File: config.mk
export PLATFORM = sky130hd
export DESIGN_NAME = result_writeback_flat
export DESIGN_NICKNAME = d
export VERILOG_FILES = /design/src/cpu_pkg.sv /design/src/mem_if.sv /design/src/result_writeback.sv /design/src/flat_wrapper.sv
export SDC_FILE = /design/constraint.sdc
export NUM_CORES = 1
export LEC_CHECK = 0
export BUFFER_PORTS_ARGS = -buffer_cell sky130_fd_sc_hd__buf_2
export CORE_MARGIN = 3
export CORE_UTILIZATION = 37
export DETAILED_ROUTE_END_ITERATION = 16
export GPL_TIMING_DRIVEN = 0
export PLACE_DENSITY = 0.92
export SLEW_MARGIN = 20
export SYNTH_ARGS = -nofsm -noshare
export SYNTH_HDL_FRONTEND = slang
export SYNTH_SLANG_ARGS = --single-unit
File: constraint.sdc
create_clock -name clk -period 2.5 [get_ports clk]
set_clock_uncertainty 0.15 [all_clocks]
set_input_delay 0.5 -clock clk [delete_from_list [all_inputs] [get_ports clk]]
set_output_delay 0.5 -clock clk [all_outputs]
set_load 0.1 [all_outputs]
File: src/cpu_pkg.sv
package cpu_pkg;

  // number of architectural registers
  localparam int reg_count = 16;

  // width of the sign-extended immediate field
  localparam int imm_width = 20;

  // register index
  typedef logic [$clog2(reg_count)-1:0] reg_addr_t;

  // opcodes, top nibble of the word
  typedef enum logic [3:0] {
    op_add  = 4'h0,
    op_sub  = 4'h1,
    op_and  = 4'h2,
    op_or   = 4'h3,
    op_xor  = 4'h4,
    op_addi = 4'h5,
    op_lw   = 4'h6,
    op_sw   = 4'h7
  } op_e;

  // register format: rd = rs op rt
  typedef struct packed {
    op_e         op;
    reg_addr_t   rd;
    reg_addr_t   rs;
    reg_addr_t   rt;
    logic [15:0] unused;
  } r_fmt_t;

  // immediate format: addi, lw, sw
  // for sw the rd field names the store source
  typedef struct packed {
    op_e                  op;
    reg_addr_t            rd;
    reg_addr_t            rs;
    logic [imm_width-1:0] imm;
  } i_fmt_t;

  // one 32-bit word, two views
  typedef union packed {
    r_fmt_t r;
    i_fmt_t i;
  } instr_u;

endpackage

File: src/mem_if.sv
`timescale 1ns/1ps

interface mem_if #(
  parameter int data_width = 32,
  parameter int mem_depth  = 4096
);
  import cpu_pkg::*;

  localparam int addr_width = $clog2(mem_depth);

  // memory strobes, same meaning as the data memory block
  logic                  enable_mem;
  logic                  enable_fetch;
  logic                  enable_writeback;
  // marks the cycle an instruction sits in the memory stage
  logic                  exec_valid;
  logic [addr_width-1:0] address;
  logic [data_width-1:0] wdata;
  logic [data_width-1:0] rdata;
  logic [data_width-1:0] alu_result;
  reg_addr_t             rd_out;

  modport exec (
    output enable_mem,
    output enable_fetch,
    output enable_writeback,
    output exec_valid,
    output address,
    output wdata,
    output alu_result,
    output rd_out
  );

  modport mem (
    input  enable_mem,
    input  enable_fetch,
    input  enable_writeback,
    input  address,
    input  wdata,
    output rdata
  );

  modport result (
    input enable_mem,
    input enable_fetch,
    input enable_writeback,
    input exec_valid,
    input wdata,
    input rdata,
    input alu_result,
    input rd_out
  );

endinterface

File: src/result_writeback.sv
`timescale 1ns/1ps

module result_writeback #(
  parameter int data_width = 32
) (
  input  logic                  clk,
  input  logic                  rst,
  mem_if.result                 m,
  output logic                  we,
  output cpu_pkg::reg_addr_t    waddr,
  output logic [data_width-1:0] wdata,
  output logic                  result_valid,
  output cpu_pkg::reg_addr_t    result_rd,
  output logic [data_width-1:0] result
);

  // instruction sitting in writeback this cycle
  logic                  pending;
  logic                  was_lw;
  logic                  was_sw;
  logic [data_width-1:0] sel_data;

  // follow the memory stage one edge behind
  always_ff @(posedge clk) begin
    if (rst) begin
      pending <= 1'b0;
      was_lw  <= 1'b0;
      was_sw  <= 1'b0;
    end else begin
      pending <= m.exec_valid;
      was_lw  <= m.enable_mem && m.enable_fetch;
      was_sw  <= m.enable_mem && m.enable_writeback && !m.enable_fetch;
    end
  end

  // loaded word, stored word, or alu result
  assign sel_data = was_lw ? m.rdata : (was_sw ? m.wdata : m.alu_result);

  // sw and rd 0 leave the file alone
  assign we    = pending && !was_sw && (m.rd_out != '0);
  assign waddr = m.rd_out;
  assign wdata = sel_data;

  always_ff @(posedge clk) begin
    if (rst) begin
      result_valid <= 1'b0;
    end else begin
      result_valid <= pending;
    end
  end

  // reported alongside the pulse
  always_ff @(posedge clk) begin
    if (pending) begin
      result_rd <= m.rd_out;
      result    <= sel_data;
    end
  end

endmodule

File: src/flat_wrapper.sv
// flat-port wrapper written by rule: the top's interface ports become plain ports
module result_writeback_flat 
#(
  parameter int data_width = 32
)
  (clk, rst, we, waddr, wdata, result_valid, result_rd, result, m_enable_mem, m_enable_fetch, m_enable_writeback, m_exec_valid, m_wdata, m_rdata, m_alu_result, m_rd_out);
  mem_if #(.data_width(data_width)) m_i ();
  input  logic clk;
  input  logic rst;
  output logic we;
  output cpu_pkg::reg_addr_t waddr;
  output logic [data_width-1:0] wdata;
  output logic result_valid;
  output cpu_pkg::reg_addr_t result_rd;
  output logic [data_width-1:0] result;
  input wire logic [$bits(m_i.enable_mem)-1:0] m_enable_mem;
  input wire logic [$bits(m_i.enable_fetch)-1:0] m_enable_fetch;
  input wire logic [$bits(m_i.enable_writeback)-1:0] m_enable_writeback;
  input wire logic [$bits(m_i.exec_valid)-1:0] m_exec_valid;
  input wire logic [$bits(m_i.wdata)-1:0] m_wdata;
  input wire logic [$bits(m_i.rdata)-1:0] m_rdata;
  input wire logic [$bits(m_i.alu_result)-1:0] m_alu_result;
  input wire logic [$bits(m_i.rd_out)-1:0] m_rd_out;
  assign m_i.enable_mem = m_enable_mem;
  assign m_i.enable_fetch = m_enable_fetch;
  assign m_i.enable_writeback = m_enable_writeback;
  assign m_i.exec_valid = m_exec_valid;
  assign m_i.wdata = m_wdata;
  assign m_i.rdata = m_rdata;
  assign m_i.alu_result = m_alu_result;
  assign m_i.rd_out = m_rd_out;
  result_writeback #(.data_width(data_width)) u_core (.clk(clk), .rst(rst), .m(m_i), .we(we), .waddr(waddr), .wdata(wdata), .result_valid(result_valid), .result_rd(result_rd), .result(result));
endmodule
==> results.json <==
{
  "cts_tree": "built",
  "finalPower_w": 0.00212,
  "cts.htree.levels": 2,
  "start_kind": "flop",
  "ff_latch_area_mm2": 0.00116,
  "synth.yosys.seq_area_share_pct": 59.5,
  "path_clk_slew_ns": 0.07,
  "ys_types": 16,
  "worst-endpoint-required_ns": 1.85,
  "grt_most_used_layer": "met2",
  "rr_endpoint": "u_core.result[14]",
  "cts_root_buf": "clkbuf_8",
  "grt_start_max_net_pins": 39,
  "leakage_nw": 1.43,
  "ios": 180,
  "setup_violations": 0,
  "vdd_ir_drop_max_uv": 304,
  "wl_per_cell_um": 15.2,
  "grt_pass1_wl_mm": 9.60,
  "final_area_mm2": 0.00317,
  "tns_ns": 0,
  "slew_headroom_pct": 65.5,
  "synth_top_area_cell": "edfxtp_1",
  "outcome": "finished, final reports clean",
  "synth_top_cells_by_count": "36 x edfxtp_1, 32 x mux2i_1, 32 x nand2_1",
  "drv_slew": 0,
  "tightestPinTransition_ns": 0.521,
  "postPlaceCellArea_mm2": 0.00306,
  "rsz0062_at_grt": "false",
  "hold_violations": 0,
  "synth_area_leaders": "edfxtp_1 55%, mux2i_1 16%, o21ai_1 6.9%",
  "nNetsFinal": 449,
  "avgSynthCellArea_um2": 12.4,
  "min-delay-start": "m_enable_fetch",
  "critPathMaxFanout": 10,
  "yosys_warnings": 0,
  "period_needed_ns": 2.41,
  "critPathKind": "flop to primary output",
  "clock_sinks": 40,
  "postSynthCellCount": 157,
  "dieArea_mm2": 0.00618,
  "grtUsageTotal_pct": 20.0,
  "fillers": 414,
  "synth-main-ff-cell": "edfxtp_1",
  "wl_mm": 6.25,
  "whs_path_depth": 2,
  "dp_slack_ns": 0.180,
  "met2_usage_pct": 38.0,
  "async_reset_ff_share_pct": 0,
  "post-route-period-util_pct": 96.3,
  "drc": 0,
  "initialDrtViolationCount": 53,
  "grt_pass1_vias": 2014,
  "post_cts_buffers": 0,
  "avgViaCountPerCell": 4.83,
  "crit_arrival_ns": 1.76,
  "antenna_found_initial": 0,
  "chipHeight_um": 78.6,
  "core_area_mm2": 0.00491,
  "p_per_area_mw_per_mm2": 668,
  "syn-cell-area_mm2": 0.00195,
  "n_antenna_cell": 0,
  "numCtsBuffers": 5,
  "fmax_mhz": 415,
  "worst_skew_pair.late_latency_ns": 0.28,
  "synth_top_area_share_pct": 55.4,
  "area_growth_pct": 62.7,
  "postRouteAntennaNets": 0,
  "synth_most_common_cell": "edfxtp_1",
  "io_buffers": 179,
  "holdPathEnd": "u_core.was_sw",
  "crit_path_end_kind": "primary output",
  "drt_pass1_iterations": 4,
  "fp.dieW_um": 78.6,
  "place_hpwl_mm": 5.01,
  "r2r_cells": 4,
  "met1_usage_pct": 20.9,
  "initial_utilization_pct": 39.7,
  "ys_seq_elements": 40,
  "holdBufCountCts": 0,
  "grt_remaining_overflow": 0,
  "synth_nets": 263,
  "r2r_start": "u_core.was_sw",
  "final_util_pct": 64.6,
  "use_met3_pct": 5.96,
  "clockBufferDepth": 2,
  "multi_input_comb_area_um2": 777,
  "synth_edf_count": 36,
  "regToRegSetupSlack_ns": 1.06,
  "hold_class": "input pin to flop",
  "drive_gt1_share_pct": 68.3,
  "fin_ws_ns": 0.0927,
  "row_count": 25,
  "vias": 1985,
  "gp_congestion": 0.789,
  "drv_cap": 0
}
## metrics by stage
step / instances / hold slack [ns]
6_report: 411 / 0.236
5_1_grt: 411 / 0.235
4_1_cts: 411 / 0.224
3_5_place_dp: 403 / 0.534
3_3_place_gp: 403 / 0.526
2_1_floorplan: 157 / 0.414
## worst max-delay path: stages, from the launching register on
cell and delay [ns]:
dfxtp_1 0.30, buf_2 0.23, buf_2 0.29, nand2_1 0.10
o21ai_2 0.09, buf_2 0.45
## report_power, final
part	total, W	switching (W)	internal (W)
registers	0.000788	0.0000180	0.000770
clock network	0.000465	0.000214	0.000252
logic	0.000866	0.000698	0.000168
total	0.00212	0.000930	0.00119
## registers in the layout, indices dropped and copies added, names as in the netlist
name,flops
u_core.was_sw,1
u_core.result_valid,1
u_core.was_lw,1
u_core.result,32
u_core.pending,1
u_core.result_rd,4
## cells by family after synthesis
logic type | share of synthesized area, %
AOI/OAI and AO/OA | 8.60
and+or+nand+nor | 8.47
DFF | 59.5
buffers and inverters | 6.99
muxes | 16.4
## worst max-delay path by stage
stage	from	end
floorplan	u_core.pending	we
global placement	u_core.pending	we
CTS	u_core.was_lw	wdata[30]
finish	u_core.was_lw	wdata[25]
detailed placement	u_core.pending	we
global route	u_core.was_lw	wdata[21]
## per-layer routing
| metal | up-vias | wire length [um] |
|---|---|---|
| met2 | 105 | 3490 |
| li1 | 952 | - |
| met1 | 916 | 2130 |
| met5 | - | 0 |
| met3 | 12 | 526 |
| met4 | 0 | 100 |
## layout make-up
| type | count | share of cell area (%) |
|---|---|---|
| sequential | 40 | 36.7 |
| buffer | 15 | 4.30 |
| timing repair buffer | 179 | 28.7 |
| clock buffer | 8 | 3.15 |
| tap | 67 | 2.64 |
| multi-input combinational | 102 | 24.5 |
## cells in the final DEF, fill, tap and decap left out, drive strengths merged
cell type / synthesis / layout
o21ai: 32 / 32
nor4: 1 / 1
nor4bb: 1 / 1
edfxtp: 36 / 36
nand2: 32 / 32
buf: 15 / 188
and3b: 1 / 1
clkbuf: 0 / 14
mux2i: 32 / 32
nor3b: 1 / 1
nor2b: 2 / 2
dfxtp: 4 / 4
## what timing repair did
action | CTS | global route
gates resized for setup | 1 | 6
endpoints found under the setup margin | 1 | 6
hold endpoints to repair | 0 | 0
Note: power is estimated with default switching activity, not from simulation.
