File: src/cpu_pkg.sv
package cpu_pkg;

  // number of architectural registers
  localparam int reg_count = 16;

  // width of the sign-extended immediate field
  localparam int imm_width = 20;

  // register index
  typedef logic [$clog2(reg_count)-1:0] reg_addr_t;

  // opcodes, top nibble of the word
  typedef enum logic [3:0] {
    op_add  = 4'h0,
    op_sub  = 4'h1,
    op_and  = 4'h2,
    op_or   = 4'h3,
    op_xor  = 4'h4,
    op_addi = 4'h5,
    op_lw   = 4'h6,
    op_sw   = 4'h7
  } op_e;

  // register format: rd = rs op rt
  typedef struct packed {
    op_e         op;
    reg_addr_t   rd;
    reg_addr_t   rs;
    reg_addr_t   rt;
    logic [15:0] unused;
  } r_fmt_t;

  // immediate format: addi, lw, sw
  // for sw the rd field names the store source
  typedef struct packed {
    op_e                  op;
    reg_addr_t            rd;
    reg_addr_t            rs;
    logic [imm_width-1:0] imm;
  } i_fmt_t;

  // one 32-bit word, two views
  typedef union packed {
    r_fmt_t r;
    i_fmt_t i;
  } instr_u;

endpackage

File: src/reg_file.sv
`timescale 1ns/1ps

module reg_file #(
  parameter int data_width = 32
) (
  input  logic                  clk,
  input  logic                  rst,
  input  cpu_pkg::reg_addr_t    rd_addr_a,
  input  cpu_pkg::reg_addr_t    rd_addr_b,
  output logic [data_width-1:0] rd_data_a,
  output logic [data_width-1:0] rd_data_b,
  input  logic                  we,
  input  cpu_pkg::reg_addr_t    waddr,
  input  logic [data_width-1:0] wdata
);
  import cpu_pkg::*;

  logic [data_width-1:0] regs [reg_count];

  // r0 is hardwired to zero on both read ports
  assign rd_data_a = (rd_addr_a == '0) ? '0 : regs[rd_addr_a];
  assign rd_data_b = (rd_addr_b == '0) ? '0 : regs[rd_addr_b];

  always_ff @(posedge clk) begin
    if (rst) begin
      // whole file cleared
      for (int i = 0; i < reg_count; i++) begin
        regs[i] <= '0;
      end
    end else if (we) begin
      regs[waddr] <= wdata;
    end
  end

  // writeback filters rd 0 upstream
  a_no_r0_write: assert property (
    @(posedge clk) disable iff (rst) we |-> waddr != '0
  );

endmodule

File: config.mk
export PLATFORM = sky130hd
export DESIGN_NAME = reg_file
export DESIGN_NICKNAME = d
export VERILOG_FILES = /design/src/cpu_pkg.sv /design/src/reg_file.sv
export SDC_FILE = /design/constraint.sdc
export NUM_CORES = 1
export LEC_CHECK = 0
export BUFFER_PORTS_ARGS = -buffer_cell sky130_fd_sc_hd__buf_2
export CAP_MARGIN = 20
export CORE_UTILIZATION = 47
export CTS_CLUSTER_DIAMETER = 80
export CTS_CLUSTER_SIZE = 12
export DETAILED_ROUTE_END_ITERATION = 8
export GPL_TIMING_DRIVEN = 0
export MAX_ROUTING_LAYER = met4
export PLACE_DENSITY_LB_ADDON = 0.2
export SYNTH_ARGS = -nofsm -noshare
export SYNTH_HDL_FRONTEND = slang
export SYNTH_SLANG_ARGS = --single-unit
File: constraint.sdc
create_clock -name clk -period 2.69 [get_ports clk]
set_clock_uncertainty 0.1 [all_clocks]
set_input_delay 0.538 -clock clk [delete_from_list [all_inputs] [get_ports clk]]
set_output_delay 0.538 -clock clk [all_outputs]
set_load 0.01 [all_outputs]
==> metrics.cfg, run 1 <==
[timing]
fin_crit_ps = 2900
finalCritPeriodShare = 1.08
slew_headroom = 0.256
worst_slack_ps = -210
rsz0062_at_grt = yes
clock.fmax_ghz = 0.345
drv_slew = 0
finalSetupTns_ps = -3790
worstMarginPinSlew_ps = 1120
setup_viol = 35
hold_viol = 0

[final_layout]
layout.nets = 2024
ff_latch_area_um2 = 14400
fillCellCount = 4306
layout_commonest_cell = and2_1
drive_above_1_share = 0.319
largest-register = regs
design_area_um2 = 29900
area_growth_pct = 17.0
layout_common_cells = 482 x and2_1, 481 x edfxtp_1, 159 x mux4_2
largestRegisters = regs x481
multi_input_area_um2 = 10900
largest_reg_flops = 481
fin_util = 0.556
final_cells = 2681

[floorplanning]
design.core.area_um2 = 53800
fp.dieH_um = 235
rows = 85
die_x_um = 235
initial_core_util = 0.475
die_area_um2 = 55400
io_pins = 111

[routing]
routed_wirelength_um = 88300
num_vias = 17700
ant_nets = 0
vias_per_cell = 6.59
drt-pass1-iter-count = 6
drc = 0
wl_per_cell_um = 32.9
drt_iter0_drc = 2274

[grt]
gr-usage-all-layers = 0.327
grt.overflow.total = 0
grt_pass1_vias = 17900
antenna_found_initial = 5
grt_pass1_wl_um = 125000
grt_start_max_net_pins = 33

[power]
power_density_nw_per_um2 = 583
irDropWorstVdd_mv = 0.524
leakagePower_nw = 10.6

[synth]
syn_area_um2 = 25600
synth.avg_cell_area_um2 = 14.4
synth_fp_nets = 1826
synth_cell_types = 34
synth-seq-cells = 481
seq_area_frac_synth = 0.564
syn-instance-count = 1779
synth-warning-count = 0

[status]
status = finished with violations
violations = negative setup slack

[clock_network]
cts-root-buf = clkbuf_16
cts_made_buffers = 46
cts.sinks = 481
cts_buffer_depth = 3
clkTransAtPathRegs_ps = 60
h-tree-depth = 2
tritoncts = built

[flow_run]
drv_cap = 0

[setup_path]
worst_path_max_delay_cell = a221o_1
worstPathArrival_ps = 2260
critical_path_class = input port to output port
cp_cell_sequence = buf_4, buf_4, buf_6, mux4_2, a221o_1, buf_6
cp_max_fo = 10
cp-start-kind = input port
crit_family = buffers and inverters
critical_path_buf_inv_count = 4
max_stage_delay_ps = 460
worst_setup_path_end_kind = output port
required_ps = 2050

[place]
globalplace.congestion = 0.908
place_ws_ps = -1030
place_inst = 2589
post-dp-hpwl_um = 58700
place_area_um2 = 27200
io_buffers = 104

[hold_path]
min_path_type = input port to register

[repair_timing]
item,in CTS,in global routing
gates cloned,2,3
hold buffers,0,0
gates resized for setup,249,86
pin swaps,20,18
endpoints found under the setup margin,69,59
buffers inserted,13,17
[stage by stage]
stage,hold WS [ps],total power (W)
final,190,0.0174
after global routing,193,0.0178
after CTS,169,0.0173
after detailed placement,792,0.0114
after global placement,783,0.0113
after floorplan,636,0.0104
[cells in the mapped netlist]
| cell | instances | area (um^2) |
|---|---|---|
| a22o_1 | 1 | 8.76 |
| a221oi_1 | 32 | 280 |
| o22ai_1 | 33 | 206 |
| clkbuf_1 | 136 | 510 |
| a22oi_1 | 29 | 218 |
| nor3b_1 | 1 | 7.51 |
| mux2i_1 | 64 | 641 |
| a2111oi_0 | 2 | 17.5 |
| o22a_1 | 29 | 254 |
| nor3_1 | 37 | 185 |
| nor2b_1 | 38 | 238 |
| buf_1 | 4 | 15.0 |
| o31a_1 | 29 | 254 |
| nor4_1 | 1 | 6.26 |
| buf_6 | 6 | 67.6 |
| o21ai_0 | 1 | 5.00 |
| mux2_2 | 65 | 732 |
| a311oi_1 | 2 | 17.5 |
| nor2_1 | 44 | 165 |
| and2_1 | 482 | 3020 |
| nand4b_1 | 1 | 8.76 |
| a221o_1 | 32 | 320 |
| inv_1 | 1 | 3.75 |
| nand2b_1 | 6 | 37.5 |
| nand2_1 | 6 | 22.5 |
| nand4bb_1 | 1 | 11.3 |
| buf_2 | 32 | 160 |
| or2_2 | 16 | 100 |
| a21oi_1 | 2 | 10.0 |
| buf_4 | 4 | 30.0 |
| edfxtp_1 | 481 | 14400 |
| mux4_2 | 159 | 3580 |
| o31ai_1 | 1 | 7.51 |
| a21o_1 | 1 | 7.51 |
[final cells by class]
class                   count  area share
diodes                      5    0.000418
repair buffers            150      0.0391
clock buffers              48      0.0394
plain buffers             182      0.0450
flip-flops and latches    481       0.482
multi-input cells        1115       0.364
clock inverters             3    0.000711
well taps                 696      0.0291
inverters                   1    0.000125
[layer usage]
layer,part of all wire,GRT usage,vias to the layer above
met4,0.050,0.150,0
met1,0.38,0.419,9042
li1,-,-,7214
met2,0.47,0.498,1156
met5,0,-,-
met3,0.10,0.0729,247
[power by group]
part	total [W]	switching, W	leakage [nW]	internal, W
logic	0.00264	0.00146	5.41	0.00118
registers	0.00891	0.000230	4.59	0.00868
clock network	0.00589	0.00281	0.591	0.00308
total	0.0174	0.00450	10.6	0.0129
[kinds of logic (layout without fill, tap and decap cells)]
| logic type | count (synthesis) | after routing | synth area share |
|---|---|---|---|
| multiplexers | 288 | 288 | 0.194 |
| AO/OA/AOI/OAI | 194 | 194 | 0.0628 |
| AND/OR/NAND/NOR | 633 | 633 | 0.148 |
| other | 0 | 5 | 0 |
| flip-flops | 481 | 481 | 0.564 |
| buffers and inverters | 183 | 384 | 0.0308 |
[path summary, 6_finish.rpt]
path | startpoint | to | slack, ps | depth (start not counted)
setup / recovery | rd_addr_b[1] | rd_data_b[27] | -210 | 6
hold / removal | wdata[5] | regs[1][5]$_SDFFCE_PN0P_ | 190 | 2
Power figures use the tool's default switching activity.
==> run 2, diff against run 1 <==
- CELL_PAD_IN_SITES_DETAIL_PLACEMENT: unset -> 1
- CELL_PAD_IN_SITES_GLOBAL_PLACEMENT: unset -> 2
- CORE_UTILIZATION: 47 -> 45
- PLACE_DENSITY: unset -> 0.85
- PLACE_DENSITY_LB_ADDON: 0.2 -> unset
- SLEW_MARGIN: unset -> 20
==> metrics.cfg, run 2 (synthesis results as in run 1) <==
[timing]
finalSetupTns_ps = -5480
fin_crit_ps = 2970
rsz0062_at_grt = yes
hold_viol = 0
slew_headroom = 0.245
finalCritPeriodShare = 1.10
worstMarginPinSlew_ps = 1120
clock.fmax_ghz = 0.337
setup_viol = 55
drv_slew = 0
timing.hold.ws_ps = 186
worst_slack_ps = -280

[grt]
grt_start_max_net_pins = 33
grt_pass1_wl_um = 131000
antenna_found_initial = 1
grt.overflow.total = 0
gr-usage-all-layers = 0.332
grt_pass1_vias = 19000

[setup_path]
critical_path_class = input port to output port
cp-start-kind = input port
worst_setup_path_end_kind = output port
cp_max_fo = 10
worstPathArrival_ps = 2330
required_ps = 2050

[routing]
wl_per_cell_um = 34.1
routed_wirelength_um = 94300
ant_nets = 0
drc = 0
num_vias = 18000
drt_iter0_drc = 1962
vias_per_cell = 6.53
drt-pass1-iter-count = 5

[final_layout]
largest-register = regs
layout_common_cells = 481 x and2_1, 481 x edfxtp_1, 159 x mux4_2
largestRegisters = regs x481
layout.nets = 2049
fin_util = 0.543
largest_reg_flops = 481
diodes = 0
final_cells = 2762
area_growth_pct = 19.4
drive_above_1_share = 0.346

[place]
io_buffers = 104
globalplace.congestion = 0.865
post-dp-hpwl_um = 60400
place_inst = 2639

[clock_network]
cts_buffer_depth = 3
cts_made_buffers = 46
clkTransAtPathRegs_ps = 60
tritoncts = built
h-tree-depth = 2
cts-root-buf = clkbuf_16
cts.sinks = 481

[floorplanning]
rows = 87
io_pins = 111
die_area_um2 = 57800
die_x_um = 240
initial_core_util = 0.455
design.core.area_um2 = 56300
fp.dieH_um = 240

[status]
violations = negative setup slack
status = finished with violations

[flow_run]
drv_cap = 0

[power]
irDropWorstVdd_mv = 0.569
leakagePower_nw = 10.8
power_density_nw_per_um2 = 579

[hold_path]
min_path_type = input port to register

==> run 2: cell types whose count changed in the layout (fill, tap and decap cells not counted), moves of 11 or more <==
cell | before | now
a22oi_2 | 7 | 19
mux2i_1 | 56 | 40
buf_4 | 35 | 55
or2_2 | 15 | 4
a22oi_1 | 22 | 10
mux2i_4 | 1 | 12
or2_4 | 1 | 12
clkbuf_4 | 15 | 27
==> run 2: path summary, 6_finish.rpt <==
check,endpoint,depth (start not counted),startpoint
hold / removal,regs[15][6]$_SDFFCE_PN0P_,2,wdata[6]
setup / recovery,rd_data_b[6],7,rd_addr_b[1]
==> run 2: per-layer routing <==
| metal | GRT usage | share of wire | vias to the layer above |
|---|---|---|---|
| li1 | - | - | 7249 |
| met3 | 0.0489 | 0.078 | 216 |
| met4 | 0.123 | 0.037 | 0 |
| met2 | 0.543 | 0.50 | 961 |
| met1 | 0.421 | 0.39 | 9597 |
| met5 | - | 0 | - |
==> run 2: through the flow <==
stage	instance area (um^2)	setup WS, ps	power (W)
floorplan	25600	41.4	0.0104
global placement	27100	-1040	0.0113
CTS	29500	-222	0.0174
detailed placement	27100	-1100	0.0114
finish	30500	-280	0.0177
global route	30500	-267	0.0180
==> run 2: layout make-up <==
cell class	instances	area, um^2
fillers	5382	25700
flip-flops and latches	481	14400
multi-input cells	1115	11200
plain buffers	181	1390
repair buffers	176	1350
clock buffers	49	1180
well taps	756	946
clock inverters	3	43.8
inverters	1	3.75
==> run 2: power breakdown <==
part / switching [W] / leakage (nW) / internal, W
registers: 0.000262 / 4.59 / 0.00869
logic: 0.00151 / 5.57 / 0.00125
clock network: 0.00288 / 0.601 / 0.00310
==> run 2: timing repair <==
action                                  4_1_cts  5_1_grt
hold buffers                                  0        0
buffers inserted                             25       39
pin swaps                                    19       42
gates resized for setup                     284      131
endpoints found under the setup margin       96      128
cloned                                        2        8
endpoints found under the hold margin         0        0
==> run 2: worst max-delay path: stages <==
cell	delay, ps
buf_4	210
buf_6	210
mux2_2	360
a221oi_1	400
nor3_2	110
a221o_1	340
buf_2	160
==> run 3, diff against run 2 <==
- GPL_TIMING_DRIVEN: 0 -> unset
==> metrics.cfg, run 3 (synthesis results as in run 1) <==
[timing]
slew_headroom = 0.616
worstMarginPinSlew_ps = 576
worst_slack_ps = -130
hold_viol = 0
rsz0062_at_grt = yes
finalSetupTns_ps = -2320
setup_viol = 38
clock.fmax_ghz = 0.355
finalCritPeriodShare = 1.05
drv_slew = 0
fin_crit_ps = 2820

[power]
power_density_nw_per_um2 = 571
switching_share = 0.258
power_switching_w = 0.00454
clockPowerShare = 0.335
leakagePower_nw = 11.1
irDropWorstVdd_mv = 0.536
power_frac_seq = 0.508
combPwrFrac = 0.156
internal-power_w = 0.0131

[clock_network]
cts_buffer_depth = 3
clkTransAtPathRegs_ps = 60
hold_buffers = 0
cts_made_buffers = 46
h-tree-depth = 2
cts-root-buf = clkbuf_16
tritoncts = built
cts.sinks = 481

[floorplanning]
rows = 87
io_pins = 111
die_x_um = 240
design.core.area_um2 = 56300
initial_core_util = 0.455
fp.dieH_um = 240
die_area_um2 = 57800

[routing]
drc = 0
num_vias = 18000
wl_per_cell_um = 33.5
drt_iter0_drc = 2114
routed_wirelength_um = 91700
vias_per_cell = 6.56
drt-pass1-iter-count = 5
ant_nets = 0

[hold_path]
min_path_type = input port to register

[setup_path]
cp_max_fo = 2
critical_path_class = register to output port
worst_setup_path_end_kind = output port
cp-start-kind = register
required_ps = 2050
worstPathArrival_ps = 2180

[place]
post-dp-hpwl_um = 56300
place_inst = 2644
globalplace.congestion = 0.862
io_buffers = 110

[final_layout]
fillCellCount = 5310
layout.nets = 2025
drive_above_1_share = 0.370
largest-register = regs
largestRegisters = regs x481
final_cells = 2740
largest_reg_flops = 481
area_growth_pct = 20.4
layout_common_cells = 481 x and2_1, 481 x edfxtp_1, 159 x mux4_2

[grt]
grt.overflow.total = 0
grt_pass1_vias = 18900
gr-usage-all-layers = 0.328
grt_pass1_wl_um = 131000
antenna_found_initial = 3
grt_start_max_net_pins = 35

[flow_run]
drv_cap = 0

[status]
violations = negative setup slack
status = finished with violations

run 3: changes by cell type in the layout (fill, tap and decap cells not counted), sizes merged:
cell      delta
bufbuf       +1
buf        +113
clkinv       +1
clkinvlp     +1
clkbuf     -140
diode        +3
inv          -1
run 3: final timing paths:
| kind | end | from | slack [ps] | cells past startpoint |
|---|---|---|---|---|
| worst max-delay path | rd_data_b[7] | regs[10][7]$_SDFFCE_PN0P_ | -130 | 5 |
| worst min-delay path | regs[4][28]$_SDFFCE_PN0P_ | wdata[28] | 290 | 2 |
run 3: repair_timing:
item / 4_1_cts / 5_1_grt
pin swaps: 20 / 16
cloned: 4 / 0
setup buffers: 23 / 20
setup endpoints to repair: 56 / 49
endpoints found under the hold margin: 0 / 0
gates resized for setup: 67 / 52
run 3: power by group through the flow:
stage | sequential (W) | combinational, W | clock [W]
final | 0.00895 | 0.00275 | 0.00590
after global routing | 0.00898 | 0.00285 | 0.00616
after CTS | 0.00892 | 0.00264 | 0.00595
after detailed placement | 0.00908 | 0.00251 | 0
after global placement | 0.00903 | 0.00244 | 0
after floorplan | 0.00896 | 0.00143 | 0
run 3: metal layers:
layer | global-route usage | routed length (um)
met1 | 0.414 | 35700
met2 | 0.525 | 44500
met3 | 0.0540 | 7770
met4 | 0.138 | 3840
met5 | - | 0
run 3: critical path, cell delays in order, from the launching register on:
cell      delay (ps)
edfxtp_1         420
mux4_2           480
nor2b_1          130
nor3_1            70
a221o_1          330
buf_2            160
run 3: cell type report:
| cell class | count | area, um^2 | share of cell area |
|---|---|---|---|
| antenna | 3 | 7.51 | 0.000244 |
| clock buffer | 47 | 1180 | 0.0382 |
| clock inverter | 4 | 48.8 | 0.00158 |
| inverter | 1 | 3.75 | 0.000122 |
| multi-input combinational | 1115 | 10900 | 0.354 |
| sequential | 481 | 14400 | 0.469 |
| tap | 756 | 946 | 0.0307 |
| timing repair buffer | 333 | 3260 | 0.106 |
run 3: per-stage QoR:
stage	worst slack, ps	power [W]	hold slack [ps]	utilization	cell area, um^2
after floorplan	41.4	0.0104	636	-	25600
final	-130	0.0176	286	0.547	30800
after detailed placement	-253	0.0116	894	0.508	28600
after global routing	-172	0.0180	303	0.547	30800
after global placement	-192	0.0115	875	0.508	28600
after CTS	-128	0.0175	265	0.540	30400
