`config.mk`:
```
export PLATFORM = sky130hd
export DESIGN_NAME = instr_decode_flat
export DESIGN_NICKNAME = d
export VERILOG_FILES = /design/src/cpu_pkg.sv /design/src/exec_if.sv /design/src/instr_decode.sv /design/src/flat_wrapper.sv
export SDC_FILE = /design/constraint.sdc
export NUM_CORES = 1
export LEC_CHECK = 0
export ABC_AREA = 1
export BUFFER_PORTS_ARGS = -buffer_cell sky130_fd_sc_hd__buf_2
export CAP_MARGIN = 0
export CORE_MARGIN = 4
export CORE_UTILIZATION = 41
export DETAILED_ROUTE_END_ITERATION = 8
export HOLD_SLACK_MARGIN = 0.03
export PLACE_DENSITY = 0.86
export SYNTH_ARGS = -nofsm -noshare
export SYNTH_HDL_FRONTEND = slang
export SYNTH_SLANG_ARGS = --single-unit
```
`constraint.sdc`:
```
create_clock -name clk -period 3.05 [get_ports clk]
set_input_delay 0.1525 -clock clk [delete_from_list [all_inputs] [get_ports clk]]
set_output_delay 0.1525 -clock clk [all_outputs]
set_load 0.05 [all_outputs]
```
`src/cpu_pkg.sv`:
```
package cpu_pkg;

  // number of architectural registers
  localparam int reg_count = 16;

  // width of the sign-extended immediate field
  localparam int imm_width = 20;

  // register index
  typedef logic [$clog2(reg_count)-1:0] reg_addr_t;

  // opcodes, top nibble of the word
  typedef enum logic [3:0] {
    op_add  = 4'h0,
    op_sub  = 4'h1,
    op_and  = 4'h2,
    op_or   = 4'h3,
    op_xor  = 4'h4,
    op_addi = 4'h5,
    op_lw   = 4'h6,
    op_sw   = 4'h7
  } op_e;

  // register format: rd = rs op rt
  typedef struct packed {
    op_e         op;
    reg_addr_t   rd;
    reg_addr_t   rs;
    reg_addr_t   rt;
    logic [15:0] unused;
  } r_fmt_t;

  // immediate format: addi, lw, sw
  // for sw the rd field names the store source
  typedef struct packed {
    op_e                  op;
    reg_addr_t            rd;
    reg_addr_t            rs;
    logic [imm_width-1:0] imm;
  } i_fmt_t;

  // one 32-bit word, two views
  typedef union packed {
    r_fmt_t r;
    i_fmt_t i;
  } instr_u;

endpackage

```
`src/exec_if.sv`:
```
`timescale 1ns/1ps

interface exec_if #(
  parameter int data_width = 32
);
  import cpu_pkg::*;

  // one-cycle start strobe for the execute stage
  logic                  exec_en;
  op_e                   op;
  // destination, or base register for sw
  reg_addr_t             rd;
  logic [data_width-1:0] rs_val;
  logic [data_width-1:0] rt_val;
  // already sign-extended
  logic [data_width-1:0] imm;

  modport decode (
    output exec_en,
    output op,
    output rd,
    output rs_val,
    output rt_val,
    output imm
  );

  modport execute (
    input exec_en,
    input op,
    input rd,
    input rs_val,
    input rt_val,
    input imm
  );

endinterface

```
`src/instr_decode.sv`:
```
`timescale 1ns/1ps

module instr_decode #(
  parameter int data_width = 32
) (
  input  logic                  clk,
  input  logic                  rst,
  input  logic                  instr_valid,
  input  cpu_pkg::instr_u       instr,
  output logic                  busy,
  output cpu_pkg::reg_addr_t    rd_addr_a,
  output cpu_pkg::reg_addr_t    rd_addr_b,
  input  logic [data_width-1:0] rd_data_a,
  input  logic [data_width-1:0] rd_data_b,
  exec_if.decode                ex
);
  import cpu_pkg::*;

  // sequencer states
  localparam logic [1:0] st_idle    = 2'd0;
  localparam logic [1:0] st_operand = 2'd1;
  localparam logic [1:0] st_execute = 2'd2;
  localparam logic [1:0] st_drain   = 2'd3;

  logic [1:0]            state;
  // two drain cycles: memory, then writeback
  logic                  drain_cnt;
  instr_u                ir;
  op_e                   op;
  logic                  imm_form;
  logic [data_width-1:0] imm_ext;

  assign busy = (state != st_idle);

  // field decode off the latched word
  assign op       = ir.r.op;
  assign imm_form = (op == op_addi) || (op == op_lw) || (op == op_sw);
  assign imm_ext  = {{(data_width-imm_width){ir.i.imm[imm_width-1]}}, ir.i.imm};

  // port a: rs, same bits in both formats
  assign rd_addr_a = ir.r.rs;
  // port b: rt, or the store source for sw
  assign rd_addr_b = (op == op_sw) ? ir.i.rd : ir.r.rt;

  always_ff @(posedge clk) begin
    if (rst) begin
      state      <= st_idle;
      drain_cnt  <= 1'b0;
      ex.exec_en <= 1'b0;
    end else begin
      ex.exec_en <= 1'b0;
      case (state)
        st_idle: begin
          if (instr_valid) begin
            state <= st_operand;
          end
        end
        st_operand: begin
          state      <= st_execute;
          ex.exec_en <= 1'b1;
        end
        st_execute: begin
          state     <= st_drain;
          drain_cnt <= 1'b1;
        end
        default: begin
          // leave on the writeback edge
          if (drain_cnt) begin
            drain_cnt <= 1'b0;
          end else begin
            state <= st_idle;
          end
        end
      endcase
    end
  end

  // word latch, only taken while idle
  always_ff @(posedge clk) begin
    if ((state == st_idle) && instr_valid) begin
      ir <= instr;
    end
  end

  // operand capture, reg file reads are combinational
  always_ff @(posedge clk) begin
    if (state == st_operand) begin
      ex.op     <= op;
      // sw reports its base register
      ex.rd     <= (op == op_sw) ? ir.i.rs : ir.r.rd;
      ex.rs_val <= rd_data_a;
      ex.rt_val <= rd_data_b;
      ex.imm    <= imm_form ? imm_ext : '0;
    end
  end

  // execute never fires while the sequencer is idle
  a_exec_not_idle: assert property (
    @(posedge clk) disable iff (rst) ex.exec_en |-> state != st_idle
  );

endmodule

```
`src/flat_wrapper.sv`:
```
// flat-port wrapper written by rule: the top's interface ports become plain ports
module instr_decode_flat import cpu_pkg::*;
#(
  parameter int data_width = 32
)
  (clk, rst, instr_valid, instr, busy, rd_addr_a, rd_addr_b, rd_data_a, rd_data_b, ex_exec_en, ex_op, ex_rd, ex_rs_val, ex_rt_val, ex_imm);
  exec_if #(.data_width(data_width)) ex_i ();
  input  logic clk;
  input  logic rst;
  input  logic instr_valid;
  input  cpu_pkg::instr_u instr;
  output logic busy;
  output cpu_pkg::reg_addr_t rd_addr_a;
  output cpu_pkg::reg_addr_t rd_addr_b;
  input  logic [data_width-1:0] rd_data_a;
  input  logic [data_width-1:0] rd_data_b;
  output wire logic [$bits(ex_i.exec_en)-1:0] ex_exec_en;
  output wire logic [$bits(ex_i.op)-1:0] ex_op;
  output wire logic [$bits(ex_i.rd)-1:0] ex_rd;
  output wire logic [$bits(ex_i.rs_val)-1:0] ex_rs_val;
  output wire logic [$bits(ex_i.rt_val)-1:0] ex_rt_val;
  output wire logic [$bits(ex_i.imm)-1:0] ex_imm;
  assign ex_exec_en = ex_i.exec_en;
  assign ex_op = ex_i.op;
  assign ex_rd = ex_i.rd;
  assign ex_rs_val = ex_i.rs_val;
  assign ex_rt_val = ex_i.rt_val;
  assign ex_imm = ex_i.imm;
  instr_decode #(.data_width(data_width)) u_core (.clk(clk), .rst(rst), .instr_valid(instr_valid), .instr(instr), .busy(busy), .rd_addr_a(rd_addr_a), .rd_addr_b(rd_addr_b), .rd_data_a(rd_data_a), .rd_data_b(rd_data_b), .ex(ex_i));
endmodule
```
==> flow_summary_export.csv, run 1 <==
group,metric,value,unit
routing,drtIter0Drc,269,
global_route,grt_pass1_vias,3425,
power_and_ir_drop,p_leak,0.00308,uW
critical_path,crit_type,"register to output pin",
floorplanning,dieArea,12600,um2
critical_path,crit_buf_inv,1,
synthesis,syn_nets,349,
critical_path,critPathMaxStageDelay,0.43,ns
hold_path,hold_class,"input pin to register",
synthesis,ys_seq_area_share,85.2,%
final_layout,final_cell_mix,"212 x buf_2, 124 x edfxtp_1, 97 x dlygate4sd3_1, 37 x inv_1, 16 x clkbuf_16",
routing,drc,0,
floorplanning,dieHeight,112,um
final_layout,multi_input_area,392,um2
final_layout,drive_above_1_share,47.4,%
place,place.port_buffers,212,
final_layout,area_growth,59.3,%
final_layout,final_cells,707,
routing,top_layer_used,"met4",
clocking,cts_resized,0,
global_route,grt_overflow,0,
critical_path,cp_top_family,"flip-flops",
final_layout,fill_cells,708,
floorplanning,die_w,112,um
synthesis,synth_warnings,0,
critical_path,cp.depth,4,
floorplanning,rows,37,
clocking,cts_root_buf,"clkbuf_8",
final_layout,regArea,3800,um2
clocking,cts_hold_buf,97,
global_route,track_usage,20.0,%
clocking,cts_setup_buffers,0,
power_and_ir_drop,power_density,1030,nW/um2
floorplanning,top_level_ports,213,
run_status,outcome,"complete, no violations",
critical_path,start_kind,"register",
flow_run,maxCapViolCount,0,
critical_path,crit_end,"rd_addr_b[3]",
synthesis,synthCells,245,
routing,vias,3141,
global_route,grt_pass1_wl,18.6,mm
sta,setup_violations,0,
sta,fin_setup_tns,0,ns
floorplanning,core,10500,um2
place,pre_cts_ws,1.27,ns
sta,finalHoldViolCount,0,
critical_path,r2r-start,"u_core.state[1]",
synthesis,synth_top_area_cell,"edfxtp_1",
final_layout,nets,661,
routing,wl_met2,7.07,mm
critical_path,cp.arrival,1.79,ns
clocking,cts_made_buffers,17,
routing,wl_met3,1.23,mm
power_and_ir_drop,vdd_ir_drop_max,0.733,mV
place,dp_cells,577,
synthesis,synthTopCellsByArea,"edfxtp_1 83%, inv_1 3.1%, buf_4 2.9%",
clocking,clk_latency,0.51,ns
routing,wl_per_cell,17.9,um
floorplanning,start_util,42.7,%
sta,layout_setup_ws,1.10,ns
synthesis,ys.flop_type,"edfxtp_1",
place,hpwl,7.92,mm
final_layout,final_common_cell,"buf_2",
synthesis,yosysUniqueCellTypes,20,
clocking,cts_buffer_depth,2,
routing,ant_nets,0,
critical_path,r2r-end,"u_core.ex.rt_val[13]",
sta,slew-limit-headroom,52.3,%
synthesis,async_reset_ff_share,0,%
synthesis,syn_area_per_cell,18.2,um2
clocking,cts_tree,"built",
critical_path,r2r_setup_slack,1.22,ns
routing,vias_per_cell,4.44,
critical_path,slowest_stage,"edfxtp_1",
sta,min_period,1.95,ns
routing,firstDrtPassIters,4,
clocking,htreeDepth,4,
sta,post-route-period-util,63.8,%
sta,worstMarginPinSlew,0.715,ns
critical_path,required,2.90,ns
synthesis,ys_ff_latch,128,
sta,skew,0.0115,ns
global_route,grt_max_degree,51,
sta,rsz0062_at_grt,"false",
synthesis,synth_top_area_share,83.4,%
routing,wl,12.7,mm
place,place.gp.congestion,0.834,
clocking,clkTransAtPathRegs,0.06,ns
critical_path,crit_chain,"nor2_4 > nand3_4 > o21ai_2 > buf_2",
sta,slew_viol_final,0,
critical_path,end_kind,"output pin",
critical_path,startpoint,"u_core.ir[31]",
critical_path,cp_max_fo,16,
global_route,antenna_found_initial,0,
synthesis,synth_area,4470,um2
critical_path,rr_worst_depth,3,
routing,wl_met1,4.32,mm
synthesis,synth-edff-count,124,
power_and_ir_drop,power.total,7320,uW
sta,clock.fmax,0.514,GHz
clocking,cts_sinks,128,
==> synthesized netlist by cell type (2+ instances only) <==
library cell	n
a21oi_1	3
buf_4	17
dfxtp_1	4
edfxtp_1	124
ha_1	5
inv_1	37
nand2_1	10
nand2_2	2
nand3_1	4
nor2_1	13
nor2_2	10
o21ai_2	8
==> cell families (layout without fill, tap and decap cells) <==
| logic type | count (synthesis) | count (layout) | share of synthesized area, % |
|---|---|---|---|
| simple gates | 41 | 41 | 4.71 |
| flops | 128 | 128 | 85.2 |
| buf+inv | 57 | 382 | 6.42 |
| compound gates | 14 | 14 | 2.30 |
| other cells | 0 | 1 | 0 |
| fa+ha+maj | 5 | 5 | 1.40 |
==> how the worst min path moves through the flow <==
stage,start,end,depth (start not counted)
floorplan,rst,u_core.drain_cnt,1
global placement,instr[22],u_core.ir[22],1
detailed placement,rd_data_a[5],u_core.ex.rs_val[5],1
CTS,instr_valid,u_core.ir[2],3
global route,instr_valid,u_core.ir[6],3
finish,instr_valid,u_core.ir[2],3
==> power by group <==
| part | internal (uW) | switching [uW] |
|---|---|---|
| registers | 2570 | 198 |
| clock network | 1070 | 741 |
| logic | 544 | 2200 |
==> flip-flops by register name (all words and copies together), names as in the netlist <==
register,count
u_core.ex.imm,20
u_core.drain_cnt,1
u_core.state,2
u_core.ir,32
u_core.ex.op,4
u_core.ex.rt_val,32
u_core.ex.rd,4
u_core.ex.rs_val,32
u_core.ex.exec_en,1
==> worst register-to-register path, cell delays in order (launching register included) <==
cell and delay (ns):
dfxtp_1 0.35, inv_1 0.16, ha_4 0.62, buf_12 0.35
==> per-stage QoR <==
step	hold slack (ns)	utilization (%)	cell area, um2
3_3_place_gp	0.329	53.6	5600
6_report	0.105	68.0	7110
5_1_grt	0.111	68.0	7110
2_1_floorplan	0.222	-	4470
3_5_place_dp	0.331	53.6	5600
4_1_cts	0.0875	68.0	7110
==> area by class of cell <==
| class | count | share of cell area, % |
|---|---|---|
| antenna | 1 | 0.0352 |
| clock buffer | 17 | 5.82 |
| inverter | 38 | 2.01 |
| tap | 136 | 2.39 |
| clock inverter | 15 | 1.71 |
| sequential | 128 | 53.5 |
| multi-input combinational | 60 | 5.51 |
| timing repair buffer | 312 | 29.1 |
==> metal layers <==
| layer | vias up | track usage, % |
|---|---|---|
| met5 | - | 0 |
| met3 | 4 | 6.90 |
| met2 | 179 | 36.9 |
| met1 | 1493 | 21.3 |
| met4 | 0 | 6.17 |
| li1 | 1465 | - |
(Power assumes the default switching activity.)
==> run 2: changes to the inputs <==
ABC_AREA = 0   (was 1)
CORE_UTILIZATION = 45   (was 41)
PLACE_DENSITY = 0.9   (was 0.86)
clock period = 2 ns   (was 3.05 ns; I/O delays follow)
==> run 2 against run 1 <==
Effect of this change:
- flip-flop and latch count did not move
- synthesized cell count fell by 18%
- largest power group is now combinational cells
- largest cell class unchanged
- cell area fell by 0.23%
- clock-buffer cell count rose by 1
- first-iteration DRC count fell by 48%
- critical path type unchanged
==> flow_summary_export.csv, run 2 <==
group,metric,value,unit
floorplanning,top_level_ports,213,
power_and_ir_drop,clkPwrFrac,26.1,%
global_route,grt_pass1_vias,3217,
critical_path,r2r-start,"u_core.ir[28]",
sta,setup_violations,0,
final_layout,drive_above_1_share,49.0,%
routing,firstDrtPassIters,4,
hold_path,hold_class,"input pin to register",
final_layout,final_cell_mix,"212 x buf_2, 124 x edfxtp_1, 98 x dlygate4sd3_1, 21 x and2_1, 16 x clkbuf_16",
sta,post-route-period-util,92.5,%
critical_path,r2r-end,"u_core.ex.imm[3]",
final_layout,top_regs,"u_core.ex.rs_val x32, u_core.ex.rt_val x32, u_core.ir x32",
critical_path,r2r_setup_slack,0.27,ns
clocking,cts_made_buffers,17,
clocking,clk_latency,0.49,ns
synthesis,synthCells,200,
critical_path,start_kind,"register",
power_and_ir_drop,power_density,1660,nW/um2
routing,drtIter0Drc,139,
power_and_ir_drop,p_sw_share,41.8,%
critical_path,cp.arrival,1.75,ns
synthesis,synth_warnings,0,
power_and_ir_drop,p_leak,0.00296,uW
critical_path,crit_chain,"nand4b_4 > mux2_2 > buf_2",
final_layout,final_common_cell,"buf_2",
critical_path,cp_max_fo,8,
floorplanning,core,9330,um2
synthesis,ys_top_cells_by_count,"124 x edfxtp_1, 21 x and2_1, 16 x buf_4",
place,place.port_buffers,212,
sta,rsz0062_at_grt,"false",
synthesis,yosysUniqueCellTypes,18,
synthesis,synth_top_area_share,85.9,%
critical_path,rr_worst_depth,3,
routing,wl,11.6,mm
final_layout,antenna_cells,0,
sta,fin_hold_ws,0.310,ns
synthesis,synth_area,4340,um2
floorplanning,dieArea,11300,um2
synthesis,yosys.cell_count.top_type,"edfxtp_1",
synthesis,ys.flop_type,"edfxtp_1",
hold_path,holdPathStages,2,
synthesis,syn_nets,304,
floorplanning,dieHeight,106,um
global_route,grt_overflow,0,
synthesis,synthTopCellsByArea,"edfxtp_1 86%, and2_1 3.0%, buf_4 2.8%",
critical_path,slowest_stage,"edfxtp_1",
hold_path,hold_end,"u_core.ir[25]",
run_status,outcome,"complete, no violations",
critical_path,required,1.90,ns
power_and_ir_drop,p_sw,4920,uW
sta,slew_viol_final,0,
floorplanning,die_w,106,um
synthesis,ys_seq_area_share,87.7,%
critical_path,end_kind,"output pin",
sta,finalHoldViolCount,0,
power_and_ir_drop,internal_power,6840,uW
clocking,clkTransAtPathRegs,0.06,ns
sta,skew,0.00748,ns
clocking,cts_tree,"built",
routing,drc,0,
flow_run,maxCapViolCount,0,
global_route,grt_pass1_wl,17.2,mm
final_layout,nets,618,
critical_path,critPathMaxStageDelay,0.42,ns
clocking,cts_setup_buffers,0,
sta,slew-limit-headroom,32.4,%
place,place.gp.congestion,0.754,
sta,worstMarginPinSlew,1.01,ns
clocking,cts_root_buf,"clkbuf_8",
place,hpwl,7.06,mm
sta,fin_setup_tns,0,ns
clocking,htreeDepth,4,
routing,vias,2952,
routing,wl_per_cell,17.7,um
synthesis,synth_top_area_cell,"edfxtp_1",
sta,min_period,1.85,ns
sta,clock.fmax,0.541,GHz
floorplanning,start_util,46.5,%
final_layout,regArea,3800,um2
power_and_ir_drop,p_seq_share,36.2,%
routing,vias_per_cell,4.50,
clocking,cts_buffer_depth,2,
final_layout,multi_input_area,419,um2
synthesis,synth-edff-count,124,
floorplanning,rows,35,
synthesis,ys_ff_latch,128,
synthesis,syn_area_per_cell,21.7,um2
global_route,track_usage,20.7,%
global_route,grt_max_degree,56,
critical_path,crit_type,"register to output pin",
global_route,antenna_found_initial,0,
synthesis,async_reset_ff_share,0,%
routing,ant_nets,0,
clocking,cts_sinks,128,
final_layout,area_growth,63.7,%
power_and_ir_drop,vdd_ir_drop_max,0.789,mV
final_layout,finish.utilization,76.1,%
power_and_ir_drop,pwr-share-comb,37.6,%
hold_path,hold_start,"instr[25]",
final_layout,fill_cells,538,
run 2: changes by cell type after synthesis, moves of 4 or more:
cell / before / now
inv_1: 37 / 3
nand3_1: 4 / 0
o21ai_2: 8 / 0
mux2_2: 0 / 8
nor2_2: 10 / 0
nor2_1: 13 / 3
and2_1: 0 / 21
nand2_1: 10 / 1
run 2: what timing repair did:
| action | in CTS | in global routing |
|---|---|---|
| gates resized for setup | 1 | 0 |
| hold buffers | 98 | 0 |
| endpoints found under the hold margin | 100 | 0 |
| endpoints found under the setup margin | 4 | 0 |
run 2: area by class of cell:
| cell class | count | area share (%) |
|---|---|---|
| inverter | 3 | 0.159 |
| sequential | 128 | 53.6 |
| clock inverter | 14 | 2.56 |
| tap | 129 | 2.27 |
| timing repair buffer | 313 | 29.6 |
| clock buffer | 18 | 5.89 |
| multi-input combinational | 51 | 5.91 |
run 2: worst max-delay path by stage:
stage | start | end | slack (ns) | cells after the start
3_5_place_dp | u_core.ir[28] | u_core.ex.imm[3] | 0.28 | 3
4_1_cts | u_core.ir[31] | rd_addr_b[2] | 0.12 | 3
2_1_floorplan | u_core.state[1] | u_core.ir[0] | 0.18 | 3
5_1_grt | u_core.ir[31] | rd_addr_b[3] | 0.07 | 3
6_report | u_core.ir[31] | rd_addr_b[2] | 0.15 | 3
3_3_place_gp | u_core.ir[31] | u_core.ex.imm[11] | 0.43 | 2
run 2: power groups by stage:
stage          Combinational [uW]  Clock [uW]  Sequential, uW
6_report                     4420        3070            4260
5_1_grt                      4590        3250            4330
4_1_cts                      4430        3120            4240
3_5_place_dp                 4280           0            4280
3_3_place_gp                 4200           0            4240
2_1_floorplan                1210           0            6350
run 2: cell families after synthesis:
logic type	after synthesis	share of synthesized area [%]
DFF	128	87.7
and+or+nand+nor	32	4.85
buffers and inverters	21	3.20
muxes	8	2.08
AOI/OAI and AO/OA	6	0.692
adders and majority gates	5	1.44
run 2: stage by stage:
step	instances	area (um2)	setup slack, ns	power, uW
final	656	7100	0.150	11800
after global routing	656	7100	0.0686	12200
after CTS	656	7100	0.121	11800
after detailed placement	526	5510	0.279	8560
after global placement	526	5510	0.425	8440
after floorplan	200	4350	0.184	7570
run 2: layer usage:
layer	wire length, um	track usage (%)
met3	949	7.23
met5	0	0
met1	4060	21.2
met4	150	5.92
met2	6440	39.3
run 2: worst max-delay path, delay by kind of cell (launching register included):
kind / cells / cell delay, ns
buffers and inverters: 1 / 0.21
multiplexers: 1 / 0.32
AND/OR/NAND/NOR: 1 / 0.30
flip-flops: 1 / 0.42
==> run 3: changes to the inputs <==
clock period = 1.8 ns   (was 2 ns; I/O delays follow)
==> run 3 against run 2 <==
Effect of this change:
- non-clock buffer count is 4 higher
- clock-buffer cell count fell by 1
- final cell count grew 0.61%
- critical path depth unchanged
- sequential power increased by 11%
- combinational power is 13% higher
- clock power grew 1%
- hold slack worse by 0.019 ns
==> flow_summary_export.csv, run 3 (synthesis gave the netlist of run 2 again) <==
group,metric,value,unit
run_status,outcome,"complete, no violations",
critical_path,crit_type,"register to output pin",
global_route,grt_max_degree,57,
routing,drc,0,
hold_path,hold_end,"u_core.ir[21]",
clocking,clkTransAtPathRegs,0.06,ns
sta,fin_hold_ws,0.291,ns
sta,clock.fmax,0.564,GHz
final_layout,stdcell_area,7120,um2
floorplanning,dieArea,11300,um2
routing,vias_per_cell,4.50,
floorplanning,core,9330,um2
critical_path,rr_worst_depth,5,
clocking,cts_root_buf,"clkbuf_8",
floorplanning,die_w,106,um
final_layout,area_growth,64.1,%
global_route,track_usage,21.0,%
global_route,grt_pass1_vias,3236,
critical_path,critPathMaxStageDelay,0.45,ns
floorplanning,top_level_ports,213,
critical_path,crit_chain,"nand4b_4 > mux2_2 > buf_6",
critical_path,end_kind,"output pin",
clocking,htreeDepth,4,
sta,fin_setup_tns,0,ns
critical_path,start_kind,"register",
clocking,clk_latency,0.50,ns
hold_path,hold_class,"input pin to register",
critical_path,required,1.71,ns
routing,wl_per_cell,17.7,um
final_layout,final_cell_mix,"208 x buf_2, 124 x edfxtp_1, 98 x dlygate4sd3_1, 21 x and2_1, 16 x clkbuf_16",
sta,rsz0062_at_grt,"true",
final_layout,nets,622,
sta,setup_violations,0,
sta,slew_viol_final,0,
flow_run,maxCapViolCount,0,
global_route,grt_overflow,0,
power_and_ir_drop,power_density,1800,nW/um2
critical_path,startpoint,"u_core.ir[30]",
critical_path,r2r-end,"u_core.state[0]",
final_layout,final_common_cell,"buf_2",
critical_path,r2r-start,"u_core.state[0]",
global_route,antenna_found_initial,0,
clocking,cts_made_buffers,17,
critical_path,r2r_setup_slack,0.14,ns
routing,vias,2969,
power_and_ir_drop,vdd_ir_drop_max,1.03,mV
floorplanning,rows,35,
sta,post-route-period-util,98.5,%
critical_path,slowest_stage,"edfxtp_1",
clocking,cts_sinks,128,
critical_path,cp.arrival,1.68,ns
critical_path,cp_max_fo,7,
final_layout,drive_above_1_share,49.3,%
sta,finalHoldViolCount,0,
clocking,cts_tree,"built",
sta,skew,0.00563,ns
place,place.gp.congestion,0.748,
clocking,cts_buffer_depth,2,
hold_path,hold_start,"instr[21]",
place,placed_area,5510,um2
sta,slew-limit-headroom,53.8,%
global_route,grt_pass1_wl,17.3,mm
final_layout,antenna_cells,0,
final_layout,top_regs,"u_core.ex.rs_val x32, u_core.ex.rt_val x32, u_core.ir x32",
floorplanning,dieHeight,106,um
sta,layout_setup_ws,0.0264,ns
sta,worstMarginPinSlew,0.692,ns
routing,wl,11.7,mm
place,pre_cts_ws,0.112,ns
sta,min_period,1.77,ns
power_and_ir_drop,p_leak,0.00297,uW
routing,ant_nets,0,
routing,drtIter0Drc,142,
routing,firstDrtPassIters,4,
hold_path,holdPathStages,2,
floorplanning,start_util,46.5,%
place,place.port_buffers,212,
place,hpwl,7.10,mm
run 3: power by group:
| part | internal, uW | switching, uW | leakage [uW] |
|---|---|---|---|
| registers | 4430 | 314 | 0.00120 |
| logic | 1100 | 3880 | 0.00151 |
| clock network | 1840 | 1270 | 0.000259 |
| total | 7370 | 5460 | 0.00297 |
run 3: worst max path at each step:
stage | endpoint | cells past startpoint
3_3_place_gp | u_core.ex.imm[11] | 3
4_1_cts | rd_addr_b[2] | 3
2_1_floorplan | u_core.ir[0] | 3
5_1_grt | rd_addr_b[3] | 3
6_report | rd_addr_b[2] | 3
3_5_place_dp | u_core.ex.imm[15] | 2
run 3: area by class of cell:
| cell class | instances | area [um2] |
|---|---|---|
| repair buffers | 317 | 2160 |
| clock inverters | 15 | 135 |
| fillers | 523 | 2210 |
| well taps | 129 | 161 |
| flip-flops and latches | 128 | 3800 |
| clock buffers | 17 | 414 |
| inverters | 3 | 11.3 |
| multi-input cells | 51 | 429 |
run 3: worst max-delay path: cells and delay by family, from the launching register on:
family | cells | cell delay, ns
flip-flops | 1 | 0.45
multiplexers | 1 | 0.37
AND/OR/NAND/NOR | 1 | 0.20
buffers and inverters | 1 | 0.16
run 3: per-layer routing:
metal / vias to the layer above / routed length [um] / GRT usage [%]
li1: 1379 / - / -
met1: 1426 / 4070 / 21.8
met2: 150 / 6600 / 40.4
met3: 14 / 876 / 6.19
met4: 0 / 128 / 6.29
met5: - / 0 / 0
run 3: metrics by stage:
| step | utilization (%) | instances | power [uW] |
|---|---|---|---|
| 2_1_floorplan | - | 200 | 8410 |
| 3_3_place_gp | 59.0 | 526 | 9370 |
| 3_5_place_dp | 59.0 | 526 | 9490 |
| 4_1_cts | 76.1 | 659 | 12800 |
| 5_1_grt | 76.3 | 660 | 13300 |
| 6_report | 76.3 | 660 | 12800 |
run 3: repair_timing:
| item | CTS | global route |
|---|---|---|
| gates resized for setup | 9 | 3 |
| hold endpoints to repair | 100 | 0 |
| pin swaps | 1 | 1 |
| gates cloned | 0 | 0 |
| endpoints found under the setup margin | 4 | 24 |
| setup buffers | 3 | 1 |
| hold buffers | 98 | 0 |
